## config.mk

```make
export PLATFORM = sky130hd
export DESIGN_NAME = pixel_stream_top
export DESIGN_NICKNAME = d
export VERILOG_FILES = /design/src/pix_pkg.sv /design/src/pix_if.sv /design/src/word_packer.sv /design/src/pix_ctrl.sv /design/src/edge_ram.sv /design/src/row_shifter.sv /design/src/pixel_stream_top.sv
export SDC_FILE = /design/constraint.sdc
export NUM_CORES = 1
export LEC_CHECK = 0
export ABC_AREA = 1
export BUFFER_PORTS_ARGS = -buffer_cell sky130_fd_sc_hd__buf_2
export CAP_MARGIN = 15
export CORE_AREA = 2 2 281 283
export DETAILED_ROUTE_END_ITERATION = 10
export DIE_AREA = 0 0 283 285
export MAX_ROUTING_LAYER = met4
export PLACE_DENSITY = 0.64
export SLEW_MARGIN = 20
export SYNTH_ARGS = -nofsm -noshare
export SYNTH_HDL_FRONTEND = slang
export SYNTH_HIERARCHICAL = 1
export SYNTH_SLANG_ARGS = --single-unit
```

## constraint.sdc

```tcl
create_clock -name aclk -period 3.2 [get_ports aclk]
set_input_delay 0.32 -clock aclk [delete_from_list [all_inputs] [get_ports aclk]]
set_output_delay 0.32 -clock aclk [all_outputs]
set_load 0.05 [all_outputs]
```

## src/pix_pkg.sv

```systemverilog
package pix_pkg;

  localparam int ROWS        = 4;
  localparam int EDGE_WORDS  = 1;
  localparam int KH_MAX      = 3;
  localparam int WORD_WIDTH  = 8;
  localparam int IN_WORDS    = 4;
  localparam int GRP_WORDS   = ROWS + EDGE_WORDS;
  localparam int SHIFT_WORDS = ROWS + KH_MAX - 1;
  localparam int PK_WORDS    = GRP_WORDS + IN_WORDS - 1;

  localparam int CI_MAX  = 8;
  localparam int XW_MAX  = 8;
  localparam int BLK_MAX = 8;

  localparam int BITS_KH2 = $clog2((KH_MAX + 1) / 2);
  localparam int BITS_CI  = $clog2(CI_MAX);
  localparam int BITS_XW  = $clog2(XW_MAX);
  localparam int BITS_BLK = $clog2(BLK_MAX);
  localparam int BITS_PK  = $clog2(PK_WORDS + 1);

  localparam int RAM_DEPTH = CI_MAX * XW_MAX;
  localparam int BITS_RAM  = $clog2(RAM_DEPTH);
  localparam int CFG_BITS  = BITS_KH2 + BITS_CI + BITS_XW + BITS_BLK;

  // Config beat, kh2 sits in the lowest bits
  typedef struct packed {
    logic [BITS_BLK-1:0] blk;
    logic [BITS_XW-1:0]  w;
    logic [BITS_CI-1:0]  ci;
    logic [BITS_KH2-1:0] kh2;
  } cfg_t;

endpackage

```

## src/pix_if.sv

```systemverilog
`timescale 1ns/100ps

// Packed column groups, packer to control and shifter
interface grp_if;
  import pix_pkg::*;

  logic                                 valid;
  logic                                 ready;
  logic                                 last;
  logic [GRP_WORDS-1:0][WORD_WIDTH-1:0] data;

  modport src (output valid, last, data, input ready);
  modport ctl (input valid, last, output ready);
  modport snk (input data);
endinterface

// Strobes from the control FSM
interface ctl_if;
  import pix_pkg::*;

  logic                en_config;
  logic                en_shift;
  logic                en_copy;
  logic                copy_r;
  logic                first_r;
  logic                last_blk_r;
  logic                last_col;
  logic [BITS_KH2-1:0] kh2;

  modport ctrl (
    output en_config, en_shift, en_copy, copy_r, first_r, last_blk_r, last_col, kh2
  );
  modport shift (input en_shift, copy_r, kh2);
  modport ram (input en_config, en_copy, copy_r, first_r, last_blk_r, last_col);
endinterface

```

## src/word_packer.sv

```systemverilog
`timescale 1ns/100ps

module word_packer (
  input  logic                                                   aclk,
  input  logic                                                   aresetn,
  input  logic                                                   s_valid,
  input  logic                                                   s_last,
  input  logic [pix_pkg::IN_WORDS-1:0][pix_pkg::WORD_WIDTH-1:0] s_data,
  input  logic [pix_pkg::IN_WORDS-1:0]                           s_keep,
  output logic                                                   s_ready,
  grp_if.src                                                     grp
);
  import pix_pkg::*;

  logic [PK_WORDS-1:0][WORD_WIDTH-1:0] stage;
  logic [PK_WORDS-1:0][WORD_WIDTH-1:0] stage_nxt;
  logic [BITS_PK-1:0]                  cnt;
  logic [BITS_PK-1:0]                  cnt_nxt;
  logic                                pend_last;
  logic                                take;
  logic                                acc;

  assign take = grp.valid && grp.ready;
  assign acc  = s_valid && s_ready;

  // Room for one full input beat, and nothing more once last is seen
  assign s_ready   = !pend_last && (cnt <= BITS_PK'(PK_WORDS - IN_WORDS));
  assign grp.valid = (cnt >= BITS_PK'(GRP_WORDS)) || (pend_last && cnt != '0);
  assign grp.last  = pend_last && (cnt <= BITS_PK'(GRP_WORDS));

  // Words past the count go out as zero padding
  always_comb begin
    for (int i = 0; i < GRP_WORDS; i++) begin
      grp.data[i] = (i < int'(cnt)) ? stage[i] : '0;
    end
  end

  always_comb begin
    stage_nxt = stage;
    cnt_nxt   = cnt;
    if (take) begin
      stage_nxt = stage >> (GRP_WORDS * WORD_WIDTH);
      cnt_nxt   = (cnt > BITS_PK'(GRP_WORDS)) ? cnt - BITS_PK'(GRP_WORDS) : '0;
    end else if (acc) begin
      // Append kept words in order
      for (int i = 0; i < IN_WORDS; i++) begin
        if (s_keep[i]) begin
          stage_nxt[cnt_nxt] = s_data[i];
          cnt_nxt            = cnt_nxt + 1'b1;
        end
      end
    end
  end

  always_ff @(posedge aclk) begin
    if (!aresetn) begin
      cnt       <= '0;
      pend_last <= 1'b0;
    end else begin
      cnt <= cnt_nxt;
      if (acc && s_last) begin
        pend_last <= 1'b1;
      end else if (take && grp.last) begin
        pend_last <= 1'b0;
      end
    end
  end

  always_ff @(posedge aclk) begin
    stage <= stage_nxt;
  end

endmodule

```

## src/pix_ctrl.sv

```systemverilog
`timescale 1ns/100ps

module pix_ctrl (
  input  logic          aclk,
  input  logic          aresetn,
  input  pix_pkg::cfg_t cfg,
  input  logic          s_valid,
  input  logic          s_last,
  input  logic          s_ready_pk,
  output logic          s_ready,
  output logic          pk_valid,
  grp_if.ctl            grp,
  input  logic          m_ready,
  output logic          m_valid,
  output logic          m_last,
  ctl_if.ctrl           ctl
);
  import pix_pkg::*;

  typedef enum logic [1:0] {ST_CFG, ST_PASS, ST_DRAIN} state_t;

  state_t              state;
  cfg_t                cfg_q;
  logic [BITS_KH2:0]   kh_cnt;
  logic [BITS_KH2:0]   kh_r;
  logic [BITS_KH2:0]   kh_top;
  logic [BITS_CI-1:0]  ci_cnt;
  logic [BITS_XW-1:0]  w_cnt;
  logic [BITS_BLK-1:0] blk_cnt;
  logic                en_config, en_shift, en_copy;
  logic                kh_end, ci_end, w_end, kh_end_r, last_col;
  logic                first_blk, last_blk;
  logic                copy_r, first_r, last_blk_r, grp_last_r, last_q;

  always_ff @(posedge aclk) begin
    if (!aresetn) begin
      state <= ST_CFG;
    end else begin
      case (state)
        ST_CFG:   if (s_valid) state <= ST_PASS;
        ST_PASS:  if (s_valid && s_ready_pk && s_last) state <= ST_DRAIN;
        ST_DRAIN: if (m_valid && m_ready && m_last) state <= ST_CFG;
        default:  state <= ST_CFG;
      endcase
    end
  end

  assign en_config = (state == ST_CFG);
  assign en_shift  = !en_config && m_ready;
  assign en_copy   = en_shift && grp.valid && kh_end;
  assign grp.ready = en_copy;
  assign s_ready   = en_config || ((state == ST_PASS) && s_ready_pk);
  assign pk_valid  = (state == ST_PASS) && s_valid;

  assign kh_top    = {cfg_q.kh2, 1'b0};
  assign kh_end    = (kh_cnt == kh_top);
  assign ci_end    = (ci_cnt == cfg_q.ci);
  assign w_end     = (w_cnt == cfg_q.w);
  assign last_col  = en_copy && ci_end && w_end;
  assign first_blk = (blk_cnt == '0);
  assign last_blk  = (blk_cnt == cfg_q.blk);

  // Kernel row counter parks at its end until the next group is copied
  always_ff @(posedge aclk) begin
    if (!aresetn) begin
      cfg_q   <= '0;
      kh_cnt  <= '0;
      ci_cnt  <= '0;
      w_cnt   <= '0;
      blk_cnt <= '0;
    end else if (en_config) begin
      cfg_q   <= cfg;
      kh_cnt  <= {cfg.kh2, 1'b0};
      ci_cnt  <= '0;
      w_cnt   <= '0;
      blk_cnt <= '0;
    end else begin
      if (en_copy) kh_cnt <= '0;
      else if (en_shift && !kh_end) kh_cnt <= kh_cnt + 1'b1;
      if (en_copy) ci_cnt <= ci_end ? '0 : ci_cnt + 1'b1;
      if (en_copy && ci_end) w_cnt <= w_end ? '0 : w_cnt + 1'b1;
      if (last_col) blk_cnt <= blk_cnt + 1'b1;
    end
  end

  // Delay stage, lines up with edge RAM read latency
  always_ff @(posedge aclk) begin
    if (!aresetn) begin
      copy_r     <= 1'b0;
      first_r    <= 1'b0;
      last_blk_r <= 1'b0;
      grp_last_r <= 1'b0;
      kh_r       <= '0;
    end else if (en_shift) begin
      copy_r     <= en_copy;
      first_r    <= first_blk;
      last_blk_r <= last_blk;
      grp_last_r <= grp.last;
      kh_r       <= kh_cnt;
    end
  end

  assign kh_end_r = (kh_r == kh_top);

  always_ff @(posedge aclk) begin
    if (!aresetn) begin
      m_valid <= 1'b0;
      last_q  <= 1'b0;
    end else if (en_shift) begin
      if (copy_r) begin
        m_valid <= 1'b1;
        last_q  <= grp_last_r;
      end else if (kh_end_r) begin
        m_valid <= 1'b0;
      end
    end
  end

  assign m_last = m_valid && last_q && kh_end_r;

  assign ctl.en_config  = en_config;
  assign ctl.en_shift   = en_shift;
  assign ctl.en_copy    = en_copy;
  assign ctl.copy_r     = copy_r;
  assign ctl.first_r    = first_r;
  assign ctl.last_blk_r = last_blk_r;
  assign ctl.last_col   = last_col;
  assign ctl.kh2        = cfg_q.kh2;

endmodule

```

## src/edge_ram.sv

```systemverilog
`timescale 1ns/100ps

module edge_ram (
  input  logic                           aclk,
  input  logic                           aresetn,
  ctl_if.ram                             ctl,
  input  logic [pix_pkg::WORD_WIDTH-1:0] edge_bot,
  output logic [pix_pkg::WORD_WIDTH-1:0] edge_top
);
  import pix_pkg::*;

  logic [WORD_WIDTH-1:0] mem [RAM_DEPTH];
  logic [BITS_RAM-1:0]   addr;
  logic [BITS_RAM-1:0]   wr_addr;
  logic [WORD_WIDTH-1:0] rd_hold;
  logic                  first_pass;
  logic                  ren;
  logic                  wen;

  assign ren = ctl.en_copy && !first_pass;
  assign wen = ctl.copy_r && !ctl.last_blk_r;

  // One entry per channel-column group of a block
  always_ff @(posedge aclk) begin
    if (!aresetn || ctl.en_config) begin
      addr       <= '0;
      first_pass <= 1'b1;
    end else if (ctl.last_col) begin
      addr       <= '0;
      first_pass <= 1'b0;
    end else if (ctl.en_copy) begin
      addr <= addr + 1'b1;
    end
  end

  // Write lands one stage after the copy
  always_ff @(posedge aclk) begin
    if (ctl.en_copy) wr_addr <= addr;
  end

  // Read data holds until the next read; same-address write is forwarded
  always_ff @(posedge aclk) begin
    if (wen) mem[wr_addr] <= edge_bot;
    if (ren) rd_hold <= (wen && wr_addr == addr) ? edge_bot : mem[addr];
  end

  assign edge_top = ctl.first_r ? '0 : rd_hold;

endmodule

```

## src/row_shifter.sv

```systemverilog
`timescale 1ns/100ps

module row_shifter (
  input  logic                                               aclk,
  input  logic                                               aresetn,
  grp_if.snk                                                 grp,
  ctl_if.shift                                               ctl,
  input  logic [pix_pkg::WORD_WIDTH-1:0]                     edge_top,
  output logic [pix_pkg::WORD_WIDTH-1:0]                     edge_bot,
  output logic [pix_pkg::ROWS-1:0][pix_pkg::WORD_WIDTH-1:0] m_data
);
  import pix_pkg::*;

  logic [GRP_WORDS-1:0][WORD_WIDTH-1:0]   data_r;
  logic [SHIFT_WORDS-1:0][WORD_WIDTH-1:0] win;

  // Group data, one stage behind the copy
  always_ff @(posedge aclk) begin
    if (ctl.en_shift) data_r <= grp.data;
  end

  // Bottom row of this group becomes the next block's top edge
  assign edge_bot = data_r[ROWS-EDGE_WORDS];

  // Window is edge word then group words, word 0 at the bottom
  always_ff @(posedge aclk) begin
    if (!aresetn) begin
      win <= '0;
    end else if (ctl.en_shift) begin
      if (ctl.copy_r) begin
        win <= {data_r, edge_top};
      end else begin
        win <= win >> WORD_WIDTH;
      end
    end
  end

  // kh2 of 0 skips the edge word
  always_comb begin
    for (int r = 0; r < ROWS; r++) begin
      m_data[r] = win[r + EDGE_WORDS - int'(ctl.kh2)];
    end
  end

endmodule

```

## src/pixel_stream_top.sv

```systemverilog
`timescale 1ns/100ps

module pixel_stream_top (
  input  logic                                                   aclk,
  input  logic                                                   aresetn,
  input  logic                                                   s_valid,
  output logic                                                   s_ready,
  input  logic                                                   s_last,
  input  logic [pix_pkg::IN_WORDS-1:0][pix_pkg::WORD_WIDTH-1:0] s_data,
  input  logic [pix_pkg::IN_WORDS-1:0]                           s_keep,
  output logic                                                   m_valid,
  input  logic                                                   m_ready,
  output logic [pix_pkg::ROWS-1:0][pix_pkg::WORD_WIDTH-1:0]     m_data,
  output logic                                                   m_last
);
  import pix_pkg::*;

  logic [IN_WORDS*WORD_WIDTH-1:0] s_flat;
  cfg_t                           cfg;
  logic                           pk_valid;
  logic                           pk_ready;
  logic [WORD_WIDTH-1:0]          edge_top;
  logic [WORD_WIDTH-1:0]          edge_bot;

  grp_if grp ();
  ctl_if ctl ();

  assign s_flat = s_data;
  assign cfg    = cfg_t'(s_flat[CFG_BITS-1:0]);

  word_packer word_packer_inst (
    .aclk (aclk), .aresetn (aresetn),
    .s_valid (pk_valid), .s_last (s_last), .s_data (s_data), .s_keep (s_keep),
    .s_ready (pk_ready), .grp (grp.src)
  );

  pix_ctrl pix_ctrl_inst (
    .aclk (aclk), .aresetn (aresetn), .cfg (cfg),
    .s_valid (s_valid), .s_last (s_last), .s_ready_pk (pk_ready), .s_ready (s_ready),
    .pk_valid (pk_valid), .grp (grp.ctl),
    .m_ready (m_ready), .m_valid (m_valid), .m_last (m_last), .ctl (ctl.ctrl)
  );

  edge_ram edge_ram_inst (
    .aclk (aclk), .aresetn (aresetn), .ctl (ctl.ram),
    .edge_bot (edge_bot), .edge_top (edge_top)
  );

  row_shifter row_shifter_inst (
    .aclk (aclk), .aresetn (aresetn), .grp (grp.snk), .ctl (ctl.shift),
    .edge_top (edge_top), .edge_bot (edge_bot), .m_data (m_data)
  );

endmodule

```

==> impl_metrics.py <==
metrics = {
    "setup_path": {
        "r2r_cells": 21,
        "worst_setup_path_end_kind": "register",
        "critPathTopFamily": "simple AND/OR/NAND/NOR gates",
        "cpMaxStageDelayCell": "dfxtp_4",
        "required_ps": 3740,
        "cp.depth": 21,
        "critPathKind": "register to register",
        "max_stage_delay_ps": 340,
        "crit_top_cell": "nand2_2",
        "cp_max_fo": 8,
        "crit_chain": "inv_2, ha_4, nand2_2, nand2_2, ha_1, or2_1, nand2_2, inv_2, nand2_2, nor2_1, ha_1, or2_1, nand2_4, buf_12, nor2_4, buf_12, buf_12, nand2_8, nand3_1, nand3_1, nand2_1",
        "cp-start-kind": "register",
        "critPathBufInv": 5,
        "arrival_ps": 3560,
    },
    "floorplanning": {
        "io_pins": 76,
        "start_util_pct": 44.3,
        "dieArea_mm2": 0.0807,
        "die_height_um": 285,
        "num_rows": 103,
        "core_area_mm2": 0.0780,
        "die_w_um": 283,
    },
    "sta": {
        "slew-limit-headroom_pct": 30.3,
        "finalSetupViolCount": 0,
        "finalWorstSetupSlack_ps": 172,
        "tightest_slew_ps": 1050,
        "tns_ps": 0,
        "post-route-period-util_pct": 94.6,
        "finalClockSkew_ps": 25.7,
        "hold_viol_final": 0,
        "slew_viol_final": 0,
        "finalWorstPathRequiredPeriod_ps": 3030,
        "max_freq_ghz": 0.330,
    },
    "final_layout": {
        "drive_gt1_share_pct": 10.3,
        "stdcell_area_mm2": 0.0393,
        "diodes": 0,
        "fillerInstances": 7256,
        "area_growth_pct": 13.6,
        "nets": 4084,
    },
    "logic_synthesis": {
        "synth_edf_count": 590,
        "syn_area_per_cell_um2": 8.76,
        "synth_cell_types": 45,
        "syn_inst": 3946,
        "syn-cell-area_mm2": 0.0346,
        "synth_nets": 4002,
        "yosysSeqAreaShare_pct": 58.8,
        "yosysWarnings": 6,
        "async_flop_share_pct": 0,
        "synth_seq_cells": 721,
        "synth_top_flop_cell": "edfxtp_1",
    },
    "pwr": {
        "p_per_area_mw_per_mm2": 571,
        "p_leak_nw": 15.9,
        "ir_drop_mv": 0.456,
    },
    "min_path": {
        "worstHoldPathCells": 3,
        "hp-class": "input pin to register",
    },
    "grt": {
        "overflow": 0,
        "track_usage_pct": 25.0,
        "grt_pass1_vias": 25279,
        "grt_pass1_wl_mm": 152,
        "grt_max_degree": 125,
        "antenna_found_initial": 0,
    },
    "clocking": {
        "clockBufferDepth": 3,
        "htreeDepth": 3,
        "clkSinkCount": 721,
        "cts_buffers": 79,
        "path_clk_slew_ps": 60,
        "clockRootBuffer": "clkbuf_16",
        "cts_tree": "yes",
        "worstSkewPairLatency_ps": 640,
    },
    "outcome": {
        "outcome": "complete, no violations",
    },
    "placed_design": {
        "dp_hpwl_mm": 64.0,
        "gp_congestion": 0.968,
        "placed_area_mm2": 0.0363,
        "place_worst_setup_slack_ps": -32.0,
        "io_buffers": 75,
    },
    "drt": {
        "first_pass_iters": 6,
        "wl_per_cell_um": 19.3,
        "wirelength_mm": 99.3,
        "dr.first_iter.drc_count": 2731,
        "dr_total_vias": 27233,
        "ant_nets": 0,
        "viasPerCell": 5.30,
        "drc": 0,
    },
    "flow_run": {
        "drv_cap": 0,
    },
}
-- cell usage after synthesis, drive strengths merged (15+ instances only) --
cell type  number  area [um2]
buf           146         837
nand2        1370        5230
nand4          24         150
o211ai         34         255
dfxtp         131        2620
inv           371        1400
clkbuf         59         223
ha             15         188
a21oi          92         479
nor2          346        1420
nand3         566        2900
o21ai         150         766
edfxtp        590       17700
-- flip-flops by register name (all words and copies together) (netlist names), 2 cells and up --
| signal | flops |
|---|---|
| word_packer_inst/stage | 64 |
| pix_ctrl_inst/w_cnt | 3 |
| pix_ctrl_inst/blk_cnt | 3 |
| pix_ctrl_inst/kh_r | 2 |
| edge_ram_inst/wr_addr | 6 |
| edge_ram_inst/mem | 512 |
| row_shifter_inst/edge_bot | 8 |
| pix_ctrl_inst/kh_cnt | 2 |
| edge_ram_inst/addr | 6 |
| pix_ctrl_inst/ci_cnt | 3 |
| pix_ctrl_inst/cfg_q | 9 |
| edge_ram_inst/rd_hold | 8 |
| row_shifter_inst/win | 48 |
| word_packer_inst/cnt | 4 |
| row_shifter_inst/data_r | 32 |
| pix_ctrl_inst/state | 2 |
-- through the flow --
step | util, % | hold slack [ps] | power [mW] | instances
CTS | 50.1 | 9.18 | 22.4 | 5131
global placement | 46.5 | 454 | 13.2 | 4976
floorplan | - | 403 | 12.5 | 3946
finish | 50.4 | 27.6 | 22.4 | 5141
global route | 50.4 | 50.9 | 23.2 | 5141
detailed placement | 46.5 | 455 | 13.2 | 4977
-- final cells by class --
cell class	instances	area (um2)	share of cell area (%)
multi-input cells	2645	11900	30.3
flip-flops and latches	721	20400	51.8
inverters	377	1430	3.63
clock buffers	96	2040	5.20
repair buffers	204	1650	4.19
clock inverters	48	596	1.52
well taps	1050	1310	3.34
-- per-layer routing --
layer  track usage, %  vias to the layer above  routed length (um)
met2             39.0                     1064               46200
li1                 -                    13142                   -
met3             4.12                      189                7960
met4             8.31                        0                3190
met5                -                        -                   0
met1             33.3                    12838               42000
-- where the power goes --
part | switching, mW | internal (mW)
logic | 1.59 | 0.807
registers | 0.300 | 10.5
clock network | 3.85 | 5.41
-- worst paths after layout --
| kind | start | endpoint | slack [ps] |
|---|---|---|---|
| worst max-delay path | word_packer_inst/cnt[0] | word_packer_inst/stage[54] | 170 |
| worst min-delay path | s_data[24] | word_packer_inst/stage[56] | 30 |
| worst max register to register | word_packer_inst/cnt[0] | word_packer_inst/stage[54] | 170 |
| worst min register to register | row_shifter_inst/win[43] | row_shifter_inst/win[43] | 460 |
-- logic make-up after synthesis --
logic type                 Yosys count  share of synthesized area [%]
DFF                                721                           58.8
and+or+nand+nor                   2326                           28.4
xor gates and xnor gates            10                          0.253
adders and majority gates           15                          0.543
AOI/OAI and AO/OA                  292                           4.75
buffers and inverters              582                           7.17
-- cells in the final DEF (no fill, tap or decap), types with 20 or more instances in the layout --
| master | instances |
|---|---|
| nand2_1 | 1340 |
| nand2_2 | 20 |
| o21ai_1 | 20 |
| inv_1 | 341 |
| buf_2 | 75 |
| nor2_1 | 324 |
| buf_4 | 97 |
| clkinv_1 | 20 |
| nand4_1 | 24 |
| edfxtp_1 | 590 |
| clkbuf_16 | 80 |
| nand3_1 | 555 |
| a21oi_1 | 89 |
| inv_2 | 28 |
| o211ai_1 | 34 |
| o21ai_0 | 128 |
| dfxtp_1 | 125 |
| buf_12 | 20 |
-- timing repair --
action | CTS | global route
endpoints found under the setup margin | 17 | 65
endpoints found under the hold margin | 10 | 0
hold buffers | 9 | 0
cloned | 0 | 3
resized for setup | 1 | 23
setup buffers | 1 | 7
pin swaps | 1 | 13
-- tightest hold or removal path, stage by stage --
cell and delay [ps]:
buf_2 90, o21ai_0 80, o21ai_1 110
(Power assumes the default switching activity.)
